## src/hw/div_pkg.sv

```systemverilog
package div_pkg;

    localparam int DIV_XLEN    = 32;
    localparam int DIV_CNT_W   = 6;
    localparam int DIV_CREDITS = 2;
    localparam int DIV_CRED_W  = $clog2(DIV_CREDITS + 1);

    typedef enum logic [1:0] {
        DIV  = 2'b00,
        DIVU = 2'b01,
        REM  = 2'b10,
        REMU = 2'b11
    } div_func_e;

    typedef struct packed {
        div_func_e              func;
        logic [DIV_XLEN-1:0]    dividend;
        logic [DIV_XLEN-1:0]    divisor;
    } div_req_t;

    // Work handed to the iteration core, operands already made positive
    typedef struct packed {
        logic [DIV_XLEN-1:0]    dividend_abs;
        logic [DIV_XLEN-1:0]    divisor_abs;
        logic                   rem_op;
        logic                   neg_qnt;
        logic                   neg_rem;
        logic                   special;
        logic [DIV_XLEN-1:0]    special_res;
    } div_job_t;

    typedef struct packed {
        logic [DIV_XLEN-1:0]    quotient;
        logic [DIV_XLEN-1:0]    remainder;
        logic                   rem_op;
        logic                   neg_qnt;
        logic                   neg_rem;
        logic                   special;
        logic [DIV_XLEN-1:0]    special_res;
    } div_raw_t;

endpackage
```

## src/hw/div_unit.sv

```systemverilog
`timescale 1ns/1ps

module div_unit (
    input  logic                            clk,
    input  logic                            resetn,

    input  div_pkg::div_req_t               req_i,
    input  logic                            req_valid_i,
    output logic                            req_ready_o,

    input  logic                            credit_i,
    output logic                            res_valid_o,
    output logic [div_pkg::DIV_XLEN-1:0]    res_data_o
);

    div_pkg::div_job_t  job_d;
    div_pkg::div_job_t  job_q;
    logic               job_valid;
    logic               job_ready;

    div_pkg::div_raw_t  raw;
    logic               raw_valid;
    logic               raw_ready;

    div_operand_prep u_prep (
        .req_i  (req_i),
        .job_o  (job_d)
    );

    // Stage register A sits between operand prep and the core
    div_stage_reg #(
        .payload_t  (div_pkg::div_job_t)
    ) u_reg_a (
        .clk        (clk),
        .resetn     (resetn),
        .in_i       (job_d),
        .in_valid_i (req_valid_i),
        .in_ready_o (req_ready_o),
        .out_o      (job_q),
        .out_valid_o(job_valid),
        .out_ready_i(job_ready)
    );

    div_nonrestoring_core u_core (
        .clk        (clk),
        .resetn     (resetn),
        .job_i      (job_q),
        .job_valid_i(job_valid),
        .job_ready_o(job_ready),
        .raw_o      (raw),
        .raw_valid_o(raw_valid),
        .raw_ready_i(raw_ready)
    );

    div_result_issue u_issue (
        .clk        (clk),
        .resetn     (resetn),
        .raw_i      (raw),
        .raw_valid_i(raw_valid),
        .raw_ready_o(raw_ready),
        .credit_i   (credit_i),
        .res_valid_o(res_valid_o),
        .res_data_o (res_data_o)
    );

endmodule

```

## src/hw/div_result_issue.sv

```systemverilog
`timescale 1ns/1ps

module div_result_issue (
    input  logic                            clk,
    input  logic                            resetn,

    input  div_pkg::div_raw_t               raw_i,
    input  logic                            raw_valid_i,
    output logic                            raw_ready_o,

    input  logic                            credit_i,
    output logic                            res_valid_o,
    output logic [div_pkg::DIV_XLEN-1:0]    res_data_o
);

    logic [div_pkg::DIV_XLEN-1:0]   qnt_fix;
    logic [div_pkg::DIV_XLEN-1:0]   rem_fix;
    logic [div_pkg::DIV_XLEN-1:0]   res_d;
    logic                           res_held;
    logic                           credit_ok;
    logic [div_pkg::DIV_CRED_W-1:0] cnt_q;

    // Restore the signs dropped by operand prep
    assign qnt_fix = raw_i.neg_qnt ? (~raw_i.quotient + 1'b1) : raw_i.quotient;
    assign rem_fix = raw_i.neg_rem ? (~raw_i.remainder + 1'b1) : raw_i.remainder;

    always_comb begin
        if (raw_i.special) begin
            res_d = raw_i.special_res;
        end else if (raw_i.rem_op) begin
            res_d = rem_fix;
        end else begin
            res_d = qnt_fix;
        end
    end

    div_stage_reg #(
        .payload_t  (logic [div_pkg::DIV_XLEN-1:0])
    ) u_res_reg (
        .clk        (clk),
        .resetn     (resetn),
        .in_i       (res_d),
        .in_valid_i (raw_valid_i),
        .in_ready_o (raw_ready_o),
        .out_o      (res_data_o),
        .out_valid_o(res_held),
        .out_ready_i(credit_ok)
    );

    // **************************************************************************
    // Credit counter
    // **************************************************************************

    assign credit_ok   = (cnt_q != '0);
    assign res_valid_o = res_held & credit_ok;

    always_ff @(posedge clk or negedge resetn) begin
        if (~resetn) begin
            cnt_q <= div_pkg::DIV_CRED_W'(div_pkg::DIV_CREDITS);
        end else if (res_valid_o & ~credit_i) begin
            cnt_q <= cnt_q - 1'b1;
        end else if (credit_i & ~res_valid_o) begin
            cnt_q <= cnt_q + 1'b1;
        end
    end

    a_no_excess_credit: assert property (@(posedge clk) disable iff (~resetn)
        credit_i |-> (cnt_q < div_pkg::DIV_CRED_W'(div_pkg::DIV_CREDITS)));

endmodule

```

## src/hw/div_nonrestoring_core.sv

```systemverilog
`timescale 1ns/1ps

module div_nonrestoring_core (
    input  logic                clk,
    input  logic                resetn,

    input  div_pkg::div_job_t   job_i,
    input  logic                job_valid_i,
    output logic                job_ready_o,

    output div_pkg::div_raw_t   raw_o,
    output logic                raw_valid_o,
    input  logic                raw_ready_i
);

    typedef enum logic [1:0] {
        S_IDLE,
        S_RUN,
        S_CORRECT,
        S_DONE
    } core_state_e;

    core_state_e                        state_q;
    logic [div_pkg::DIV_CNT_W-1:0]      count_q;

    logic [div_pkg::DIV_XLEN:0]         prem_q;
    logic [div_pkg::DIV_XLEN:0]         prem_shift;
    logic [div_pkg::DIV_XLEN:0]         prem_step;
    logic [div_pkg::DIV_XLEN-1:0]       qnt_q;
    logic [div_pkg::DIV_XLEN-1:0]       dvs_q;
    logic [div_pkg::DIV_XLEN-1:0]       special_res_q;
    logic                               rem_op_q;
    logic                               neg_qnt_q;
    logic                               neg_rem_q;
    logic                               special_q;
    logic                               load;

    assign job_ready_o = (state_q == S_IDLE);
    assign raw_valid_o = (state_q == S_DONE);
    assign load        = job_valid_i & job_ready_o;

    // One non-restoring step: shift in the next dividend bit, then add or
    // subtract the divisor depending on the sign of the partial remainder
    always_comb begin
        prem_shift = {prem_q[div_pkg::DIV_XLEN-1:0], qnt_q[div_pkg::DIV_XLEN-1]};
        if (prem_q[div_pkg::DIV_XLEN]) begin
            prem_step = prem_shift + {1'b0, dvs_q};
        end else begin
            prem_step = prem_shift - {1'b0, dvs_q};
        end
    end

    always_ff @(posedge clk or negedge resetn) begin
        if (~resetn) begin
            state_q <= S_IDLE;
            count_q <= '0;
        end else begin
            case (state_q)
                S_IDLE: begin
                    if (job_valid_i) begin
                        count_q <= '0;
                        state_q <= job_i.special ? S_DONE : S_RUN;
                    end
                end
                S_RUN: begin
                    count_q <= count_q + 1'b1;
                    if (count_q == div_pkg::DIV_CNT_W'(div_pkg::DIV_XLEN - 1)) begin
                        state_q <= S_CORRECT;
                    end
                end
                S_CORRECT: begin
                    state_q <= S_DONE;
                end
                S_DONE: begin
                    if (raw_ready_i) begin
                        state_q <= S_IDLE;
                    end
                end
                default: begin
                    state_q <= S_IDLE;
                end
            endcase
        end
    end

    always_ff @(posedge clk) begin
        if (load) begin
            prem_q        <= '0;
            qnt_q         <= job_i.dividend_abs;
            dvs_q         <= job_i.divisor_abs;
            rem_op_q      <= job_i.rem_op;
            neg_qnt_q     <= job_i.neg_qnt;
            neg_rem_q     <= job_i.neg_rem;
            special_q     <= job_i.special;
            special_res_q <= job_i.special_res;
        end else if (state_q == S_RUN) begin
            prem_q <= prem_step;
            qnt_q  <= {qnt_q[div_pkg::DIV_XLEN-2:0], ~prem_step[div_pkg::DIV_XLEN]};
        end else if ((state_q == S_CORRECT) & prem_q[div_pkg::DIV_XLEN]) begin
            prem_q <= prem_q + {1'b0, dvs_q};
        end
    end

    always_comb begin
        raw_o.quotient    = qnt_q;
        raw_o.remainder   = prem_q[div_pkg::DIV_XLEN-1:0];
        raw_o.rem_op      = rem_op_q;
        raw_o.neg_qnt     = neg_qnt_q;
        raw_o.neg_rem     = neg_rem_q;
        raw_o.special     = special_q;
        raw_o.special_res = special_res_q;
    end

    a_count_range: assert property (@(posedge clk) disable iff (~resetn)
        (state_q == S_RUN) |-> (count_q < div_pkg::DIV_CNT_W'(div_pkg::DIV_XLEN)));

    a_rem_below_dvs: assert property (@(posedge clk) disable iff (~resetn)
        ((state_q == S_DONE) & ~special_q) |->
            (~prem_q[div_pkg::DIV_XLEN] & (prem_q[div_pkg::DIV_XLEN-1:0] < dvs_q)));

endmodule

```

## src/hw/div_operand_prep.sv

```systemverilog
`timescale 1ns/1ps

module div_operand_prep (
    input  div_pkg::div_req_t   req_i,
    output div_pkg::div_job_t   job_o
);

    logic                           signed_op;
    logic                           rem_op;
    logic                           dividend_neg;
    logic                           divisor_neg;
    logic                           div_zero;
    logic                           overflow;
    logic [div_pkg::DIV_XLEN-1:0]   special_res;

    // **************************************************************************
    // Decode and special cases
    // **************************************************************************

    assign signed_op = (req_i.func == div_pkg::DIV) | (req_i.func == div_pkg::REM);
    assign rem_op    = (req_i.func == div_pkg::REM) | (req_i.func == div_pkg::REMU);

    assign dividend_neg = signed_op & req_i.dividend[div_pkg::DIV_XLEN-1];
    assign divisor_neg  = signed_op & req_i.divisor[div_pkg::DIV_XLEN-1];

    assign div_zero = (req_i.divisor == '0);

    // Most negative value over minus one does not fit
    assign overflow = signed_op
                    & (req_i.dividend == {1'b1, {(div_pkg::DIV_XLEN-1){1'b0}}})
                    & (req_i.divisor == '1);

    always_comb begin
        if (div_zero) begin
            special_res = rem_op ? req_i.dividend : '1;
        end else if (overflow) begin
            special_res = rem_op ? '0 : req_i.dividend;
        end else begin
            special_res = '0;
        end
    end

    // **************************************************************************
    // Magnitudes and sign correction flags
    // **************************************************************************

    always_comb begin
        job_o.dividend_abs = dividend_neg ? (~req_i.dividend + 1'b1) : req_i.dividend;
        job_o.divisor_abs  = divisor_neg ? (~req_i.divisor + 1'b1) : req_i.divisor;
        job_o.rem_op       = rem_op;
        job_o.neg_qnt      = dividend_neg ^ divisor_neg;
        job_o.neg_rem      = dividend_neg;
        job_o.special      = div_zero | overflow;
        job_o.special_res  = special_res;
    end

endmodule

```

## src/hw/div_stage_reg.sv

```systemverilog
`timescale 1ns/1ps

module div_stage_reg #(
    parameter type payload_t = logic
) (
    input  logic        clk,
    input  logic        resetn,

    input  payload_t    in_i,
    input  logic        in_valid_i,
    output logic        in_ready_o,

    output payload_t    out_o,
    output logic        out_valid_o,
    input  logic        out_ready_i
);

    logic       valid_q;
    payload_t   data_q;

    // Room is free when empty or when the held entry leaves this cycle
    assign in_ready_o  = ~valid_q | out_ready_i;
    assign out_valid_o = valid_q;
    assign out_o       = data_q;

    always_ff @(posedge clk or negedge resetn) begin
        if (~resetn) begin
            valid_q <= 1'b0;
        end else if (in_ready_o) begin
            valid_q <= in_valid_i;
        end
    end

    always_ff @(posedge clk) begin
        if (in_valid_i & in_ready_o) begin
            data_q <= in_i;
        end
    end

    a_hold_stable: assert property (@(posedge clk) disable iff (~resetn)
        (out_valid_o & ~out_ready_i) |=> (out_valid_o & $stable(out_o)));

endmodule

```

## config.mk

```make
export PLATFORM = sky130hd
export DESIGN_NAME = div_unit
export DESIGN_NICKNAME = d
export VERILOG_FILES = /design/src/hw/div_pkg.sv /design/src/hw/div_unit.sv /design/src/hw/div_result_issue.sv /design/src/hw/div_nonrestoring_core.sv /design/src/hw/div_operand_prep.sv /design/src/hw/div_stage_reg.sv
export SDC_FILE = /design/constraint.sdc
export NUM_CORES = 1
export LEC_CHECK = 0
export BUFFER_PORTS_ARGS = -buffer_cell sky130_fd_sc_hd__buf_2
export CORE_AREA = 2 2 173 175
export DETAILED_ROUTE_END_ITERATION = 16
export DIE_AREA = 0 0 175 177
export HOLD_SLACK_MARGIN = 0.03
export PLACE_DENSITY = 0.8
export SETUP_SLACK_MARGIN = 0.1
export SLEW_MARGIN = 40
export SYNTH_ARGS = -nofsm -noshare
export SYNTH_HDL_FRONTEND = slang
export SYNTH_SLANG_ARGS = --single-unit
```

## constraint.sdc

```tcl
create_clock -name clk -period 9.75 [get_ports clk]
set_input_delay 1.95 -clock clk [delete_from_list [all_inputs] [get_ports clk]]
set_output_delay 1.95 -clock clk [all_outputs]
set_load 0.01 [all_outputs]
```

* Yosys cells after proc, flatten, opt, wreduce, memory -nomap -nowiden *
Cells that the tools add are included.
W data, S select, Z words.

storage, ports and cells
  word-level logic and storage cells = 102
  flip-flop bits (word level) = 277
  bits in read-only memories = 0
  output and inout bits = 34
  bits in writable memories = 0
  memories kept = 0
  latch bits = 0

operators by class
  equal/unequal tests = 11
  order comparisons = 0
  muxes and demuxes = 24
  bitwise operators = 26
  reduce and logical (&&, ||, !) cells = 10
  add/subtract/negate cells = 10
  divide/modulo/power cells = 0
  shift-type cells = 0
  multiply operators = 0

operator list
  kind                     number
  $mux W32                 12
  $add A32 B1 Y32 const B  4
  $not A32 Y32             4
  $mux W33                 3
  $add A33 B32 Y33         2
  $eq A32 B32 Y1 const B   2
  $sub A33 B32 Y33         1
  $logic_not A32 Y1        1
  $mux W2                  6
  $pmux W6 S2              1
  $and A1 B1 Y1            11
  $reduce_bool A2 Y1       5
  $eq A2 B2 Y1 const B     4
  $pmux W2 S4              1
  $add A6 B1 Y6 const B    1
  $eq A6 B5 Y1 const B     1
  $mux W6                  1
  $not A1 Y1               5
  $or A1 B1 Y1             5
  $logic_not A2 Y1         2
  $ne A2 B1 Y1 const B     2
  $reduce_and A3 Y1        1
  $add A2 B1 Y2 const B    1
  $eq A2 B1 Y1 const B     1
  other kinds (4)          4

* Depth between registers and ports, before layout *
  depth in word-level cells = 6
  gate-level depth with buffers = 18
  gate-level depth less buffers = 17

* Cells and area by module *
Synthesis repeated with hierarchy kept, for this count alone.

unflattened totals
  cells, all modules = 1,801
  area total of the unflattened synthesis = 17,887.2 um^2

modules (own cells, without submodules)
  module                              area each (um^2)  cells an instance  instances  sequential area each (um^2)
  div_nonrestoring_core               9,784.4           1,067              1          3,863.7
  div_stage_reg at u_reg_a            3,056.7           104                1          3,027.9
  div_result_issue                    2,110.8           323                1          51.3
  div_operand_prep                    1,920.6           271                1          0.0
  div_stage_reg at u_issue.u_res_reg  1,014.7           36                 1          985.9

* Worst setup path after synthesis *
OpenSTA, ideal clock, no wires.

  path type = input-to-reg
  from = input req_valid_i
  to = register u_reg_a.data_q, in the netlist u_reg_a.out_o[0] (enable)
  data required time = 9.280 ns
  stages = 1
  library setup time = 0.470 ns
  arrival time = 4.259 ns
  path slack = 5.021 ns
  cells stage by stage = and2_1

between the ends
  longest elaborated chain between the ends = 1

ends and longest elaborated chain
  element               line                 text
  start, declared       div_unit.sv:8        input logic req_valid_i,
  $and A1 B1 Y1         div_stage_reg.sv:35  if (in_valid_i & in_ready_o) begin
  end signal, assigned  div_stage_reg.sv:36  data_q <= in_i;
  end, declared         div_stage_reg.sv:19  payload_t data_q;

Every way passes these cells.
A chain may end at the register's enable or synchronous reset.

* Worst setup path in the final report *
  from = register u_core.dvs_q[9] in the netlist's numbering
  to = register u_core.prem_q[31] in the netlist's numbering

between the ends
  longest elaborated chain between the ends = 3

ends and longest elaborated chain
  element                                         line                                                      text
  start, declared                                 div_nonrestoring_core.sv:30                               logic [div_pkg::DIV_XLEN-1:0] dvs_q;
  start signal, assigned                          div_nonrestoring_core.sv:90                               dvs_q <= job_i.divisor_abs;
  $add A33 B32 Y33, or another cell as far along  div_nonrestoring_core.sv:100                              prem_q <= prem_q + {1'b0, dvs_q};
  $mux W33 (on tied branches)                     div_nonrestoring_core.sv:99, div_nonrestoring_core.sv:46
  $mux W33 *                                      div_nonrestoring_core.sv:96                               end else if (state_q == S_RUN) begin
  end signal, assigned                            div_nonrestoring_core.sv:97                               prem_q <= prem_step;
  end signal, assigned                            div_nonrestoring_core.sv:100
  end, declared                                   div_nonrestoring_core.sv:26                               logic [div_pkg::DIV_XLEN:0] prem_q;

Mark *: on every way between the ends. The rest lies on a longest branch, timed or not. The select of a mux whose other input is x is not followed.

==> impl_metrics.env <==
export IMPL_drive_above_1_share=0.107
export IMPL_hold_viol=0
export IMPL_place_port_buffers=103
export IMPL_start_util=0.590
export IMPL_cts_hold_buf=0
export IMPL_worst_setup_path_type="flip-flop to flip-flop"
export IMPL_fillers=2351
export IMPL_synth_area_top_cells="edfxtp_1 40%, ha_1 5.5%, xor2_1 5.5%, nand2_1 5.0%, xnor2_1 4.9%"
export IMPL_viasPerCell=6.31
export IMPL_pwr_share_comb=0.533
export IMPL_dieWidth_um=175
export IMPL_cts_tree="built"
export IMPL_synthArstFlopShare=0.0433
export IMPL_post_synth_top_count_cell="edfxtp_1"
export IMPL_maxSlewViolCount=0
export IMPL_design_area_um2=19100
export IMPL_cp_arrival_ns=5.57
export IMPL_fin_cells=2245
export IMPL_track_usage=0.298
export IMPL_p_per_area_nw_per_um2=387
export IMPL_drc=0
export IMPL_worstMarginPinSlew_ns=0.849
export IMPL_setup_violations=0
export IMPL_grt_pass1_wl_mm=72.6
export IMPL_synth_largest_area_cell="edfxtp_1"
export IMPL_layout_min_cycle_time_ns=5.11
export IMPL_layout_setup_ws_ns=4.64
export IMPL_gr_total_overflow=0
export IMPL_area_growth_pct=10.5
export IMPL_seq_power_share=0.317
export IMPL_synthFlopType="edfxtp_1"
export IMPL_skew_ns=0.0115
export IMPL_hold_class="flip-flop to flip-flop"
export IMPL_vias=14200
export IMPL_status="finished clean"
export IMPL_diodes=0
export IMPL_cts_clk_slew_worst_paths_ns=0.07
export IMPL_rsz0062_at_grt="false"
export IMPL_synth_cells=1757
export IMPL_numClockSinks=277
export IMPL_synth_top_cell_area_share=0.404
export IMPL_grt_pass1_vias=13100
export IMPL_p_clk_frac=0.150
export IMPL_avgSynthCellArea_um2=9.82
export IMPL_p_int_mw=4.01
export IMPL_cts_setup_buffers=0
export IMPL_endpoint_kind="flip-flop"
export IMPL_cts_root_buf="clkbuf_16"
export IMPL_drv_cap=0
export IMPL_die_y_um=177
export IMPL_synth_nets=1905
export IMPL_cts_resized=0
export IMPL_drt_wl_total_mm=46.6
export IMPL_antenna_found_initial=0
export IMPL_dp_hpwl_mm=34.2
export IMPL_fin_crit_sh=0.524
export IMPL_dp_slack_ns=4.75
export IMPL_switching_share=0.455
export IMPL_dp_cells=2189
export IMPL_finalCoreUtilization=0.652
export IMPL_cts_buffers=30
export IMPL_cp_required_ns=10.21
export IMPL_cp_max_fo=7
export IMPL_cts_buffer_depth=3
export IMPL_yosys_warnings=0
export IMPL_cp_start_kind="flip-flop"
export IMPL_drt_first_pass_iters=8
export IMPL_yosysSeqAreaShare=0.460
export IMPL_synth_common_cells="232 x edfxtp_1, 231 x nand2_1, 128 x a21oi_1"
export IMPL_antenna_left=0
export IMPL_rows=63
export IMPL_power_switching_mw=3.36
export IMPL_nets=1980
export IMPL_grt_max_degree=88
export IMPL_ir_worst_vdd_v=0.000196
export IMPL_leakage_nw=7.53
export IMPL_first_iter_violations=1511
export IMPL_ys_types=83
export IMPL_wire_per_inst_um=20.7
export IMPL_placed_area_um2=18100
export IMPL_max_freq_mhz=196
export IMPL_io_pins=104
export IMPL_h_tree_depth=1
export IMPL_multi_input_area_um2=8830
export IMPL_ys_seq_elements=277
export IMPL_seq_area_um2=7930
export IMPL_die_area_um2=31000
export IMPL_relSlewSlack=0.429
export IMPL_netlist_area_um2=17200
export IMPL_synth_edff_count=232
export IMPL_core_area_um2=29200
export IMPL_clock_latency_ns=0.58
export IMPL_setup_tns_ns=0
export IMPL_gp_congestion=0.932
==> cells in the final DEF, fill, tap and decap left out, types with 11 or more instances in the layout <==
| master | Yosys | layout |
|---|---|---|
| nor3_1 | 34 | 34 |
| a21oi_1 | 128 | 128 |
| o41ai_1 | 11 | 11 |
| dfrtp_1 | 11 | 11 |
| or3_1 | 23 | 23 |
| inv_1 | 47 | 47 |
| nand3_1 | 24 | 24 |
| nand2b_1 | 19 | 19 |
| or4_1 | 12 | 12 |
| buf_2 | 7 | 103 |
| dfxtp_1 | 33 | 33 |
| o21bai_1 | 13 | 13 |
| ha_1 | 76 | 75 |
| o31ai_1 | 29 | 29 |
| nor2_1 | 125 | 123 |
| o21ai_0 | 122 | 122 |
| xnor2_1 | 97 | 97 |
| and3_1 | 12 | 12 |
| a31oi_1 | 12 | 12 |
| nand2_1 | 231 | 231 |
| a211oi_1 | 29 | 29 |
| clkbuf_16 | 0 | 30 |
| xor2_1 | 108 | 108 |
| edfxtp_1 | 232 | 232 |
| buf_4 | 0 | 13 |
| nor4_1 | 21 | 21 |
| a221oi_1 | 13 | 13 |
| a21o_1 | 52 | 52 |
| nand4_1 | 24 | 24 |
==> worst max-delay path: stages (launching register included) <==
cell,delay [ns]
edfxtp_1,0.48
or4_1,0.56
nor3_1,0.21
or3b_1,0.39
or2_2,0.33
o21bai_1,0.17
xnor2_1,0.08
ha_1,0.41
nand3_1,0.12
a2111oi_0,0.41
a211o_1,0.22
a221oi_1,0.15
o41ai_1,0.69
a221oi_1,0.20
xor2_1,0.18
a2111oi_1,0.38
==> power by group through the flow <==
| stage | registers, mW | logic, mW | clock network, mW |
|---|---|---|---|
| 3_3_place_gp | 2.34 | 3.74 | 0 |
| 3_5_place_dp | 2.35 | 3.82 | 0 |
| 6_report | 2.33 | 3.93 | 1.11 |
| 5_1_grt | 2.37 | 4.33 | 1.17 |
| 4_1_cts | 2.33 | 3.86 | 1.12 |
| 2_1_floorplan | 2.21 | 2.87 | 0 |
==> state kept, by name, summed over array words and instances (netlist names), 2 cells and up <==
signal	cells
u_issue.u_res_reg.out_o	32
u_core.state_q	2
u_core.count_q	6
u_core.dvs_q	32
u_core.qnt_q	32
u_core.special_res_q	32
u_core.prem_q	33
u_issue.cnt_q	2
u_reg_a.out_o	100
==> metrics by stage <==
step,hold slack [ns],total power [mW]
global placement,0.401,6.08
detailed placement,0.405,6.17
CTS,0.419,7.31
finish,0.418,7.37
floorplan,0.400,5.08
global route,0.426,7.87
==> cell families (layout without fill, tap and decap cells) <==
family,after synthesis,count (layout),synth area share
mux,13,13,0.00776
simple gates,577,577,0.161
buf+inv,127,225,0.0295
flops,277,277,0.460
xor+xnor,205,205,0.104
fa+ha+maj,78,78,0.0575
compound gates,480,480,0.181
==> layout make-up <==
cell class	count	area share
clock buffer	40	0.0414
clock inverter	15	0.00860
multi-input combinational	1353	0.463
inverter	49	0.00978
timing repair buffer	121	0.0353
sequential	277	0.416
tap	390	0.0256
==> layer usage <==
metal	global-route usage	routed length (µm)	vias to the layer above
li1	-	-	6668
met4	0.109	1690	0
met3	0.0500	4180	103
met1	0.424	19900	6720
met5	0	0	-
met2	0.463	20800	668
==> path summary, 6_finish.rpt <==
check                      cells past startpoint             start  slack (ns)                 endpoint
max                                           15   u_core.dvs_q[9]        4.64        u_core.prem_q[31]
min                                            0  u_reg_a.out_o[2]        0.42  u_core.special_res_q[2]
max reg2reg                                   15   u_core.dvs_q[9]        4.64        u_core.prem_q[31]
min reg2reg                                    0  u_reg_a.out_o[2]        0.42  u_core.special_res_q[2]
max in group asynchronous                      1            resetn        8.22         u_issue.cnt_q[1]
min in group asynchronous                      1            resetn        1.25      u_reg_a.out_valid_o
No activity file was read; power rests on OpenSTA's default activity.
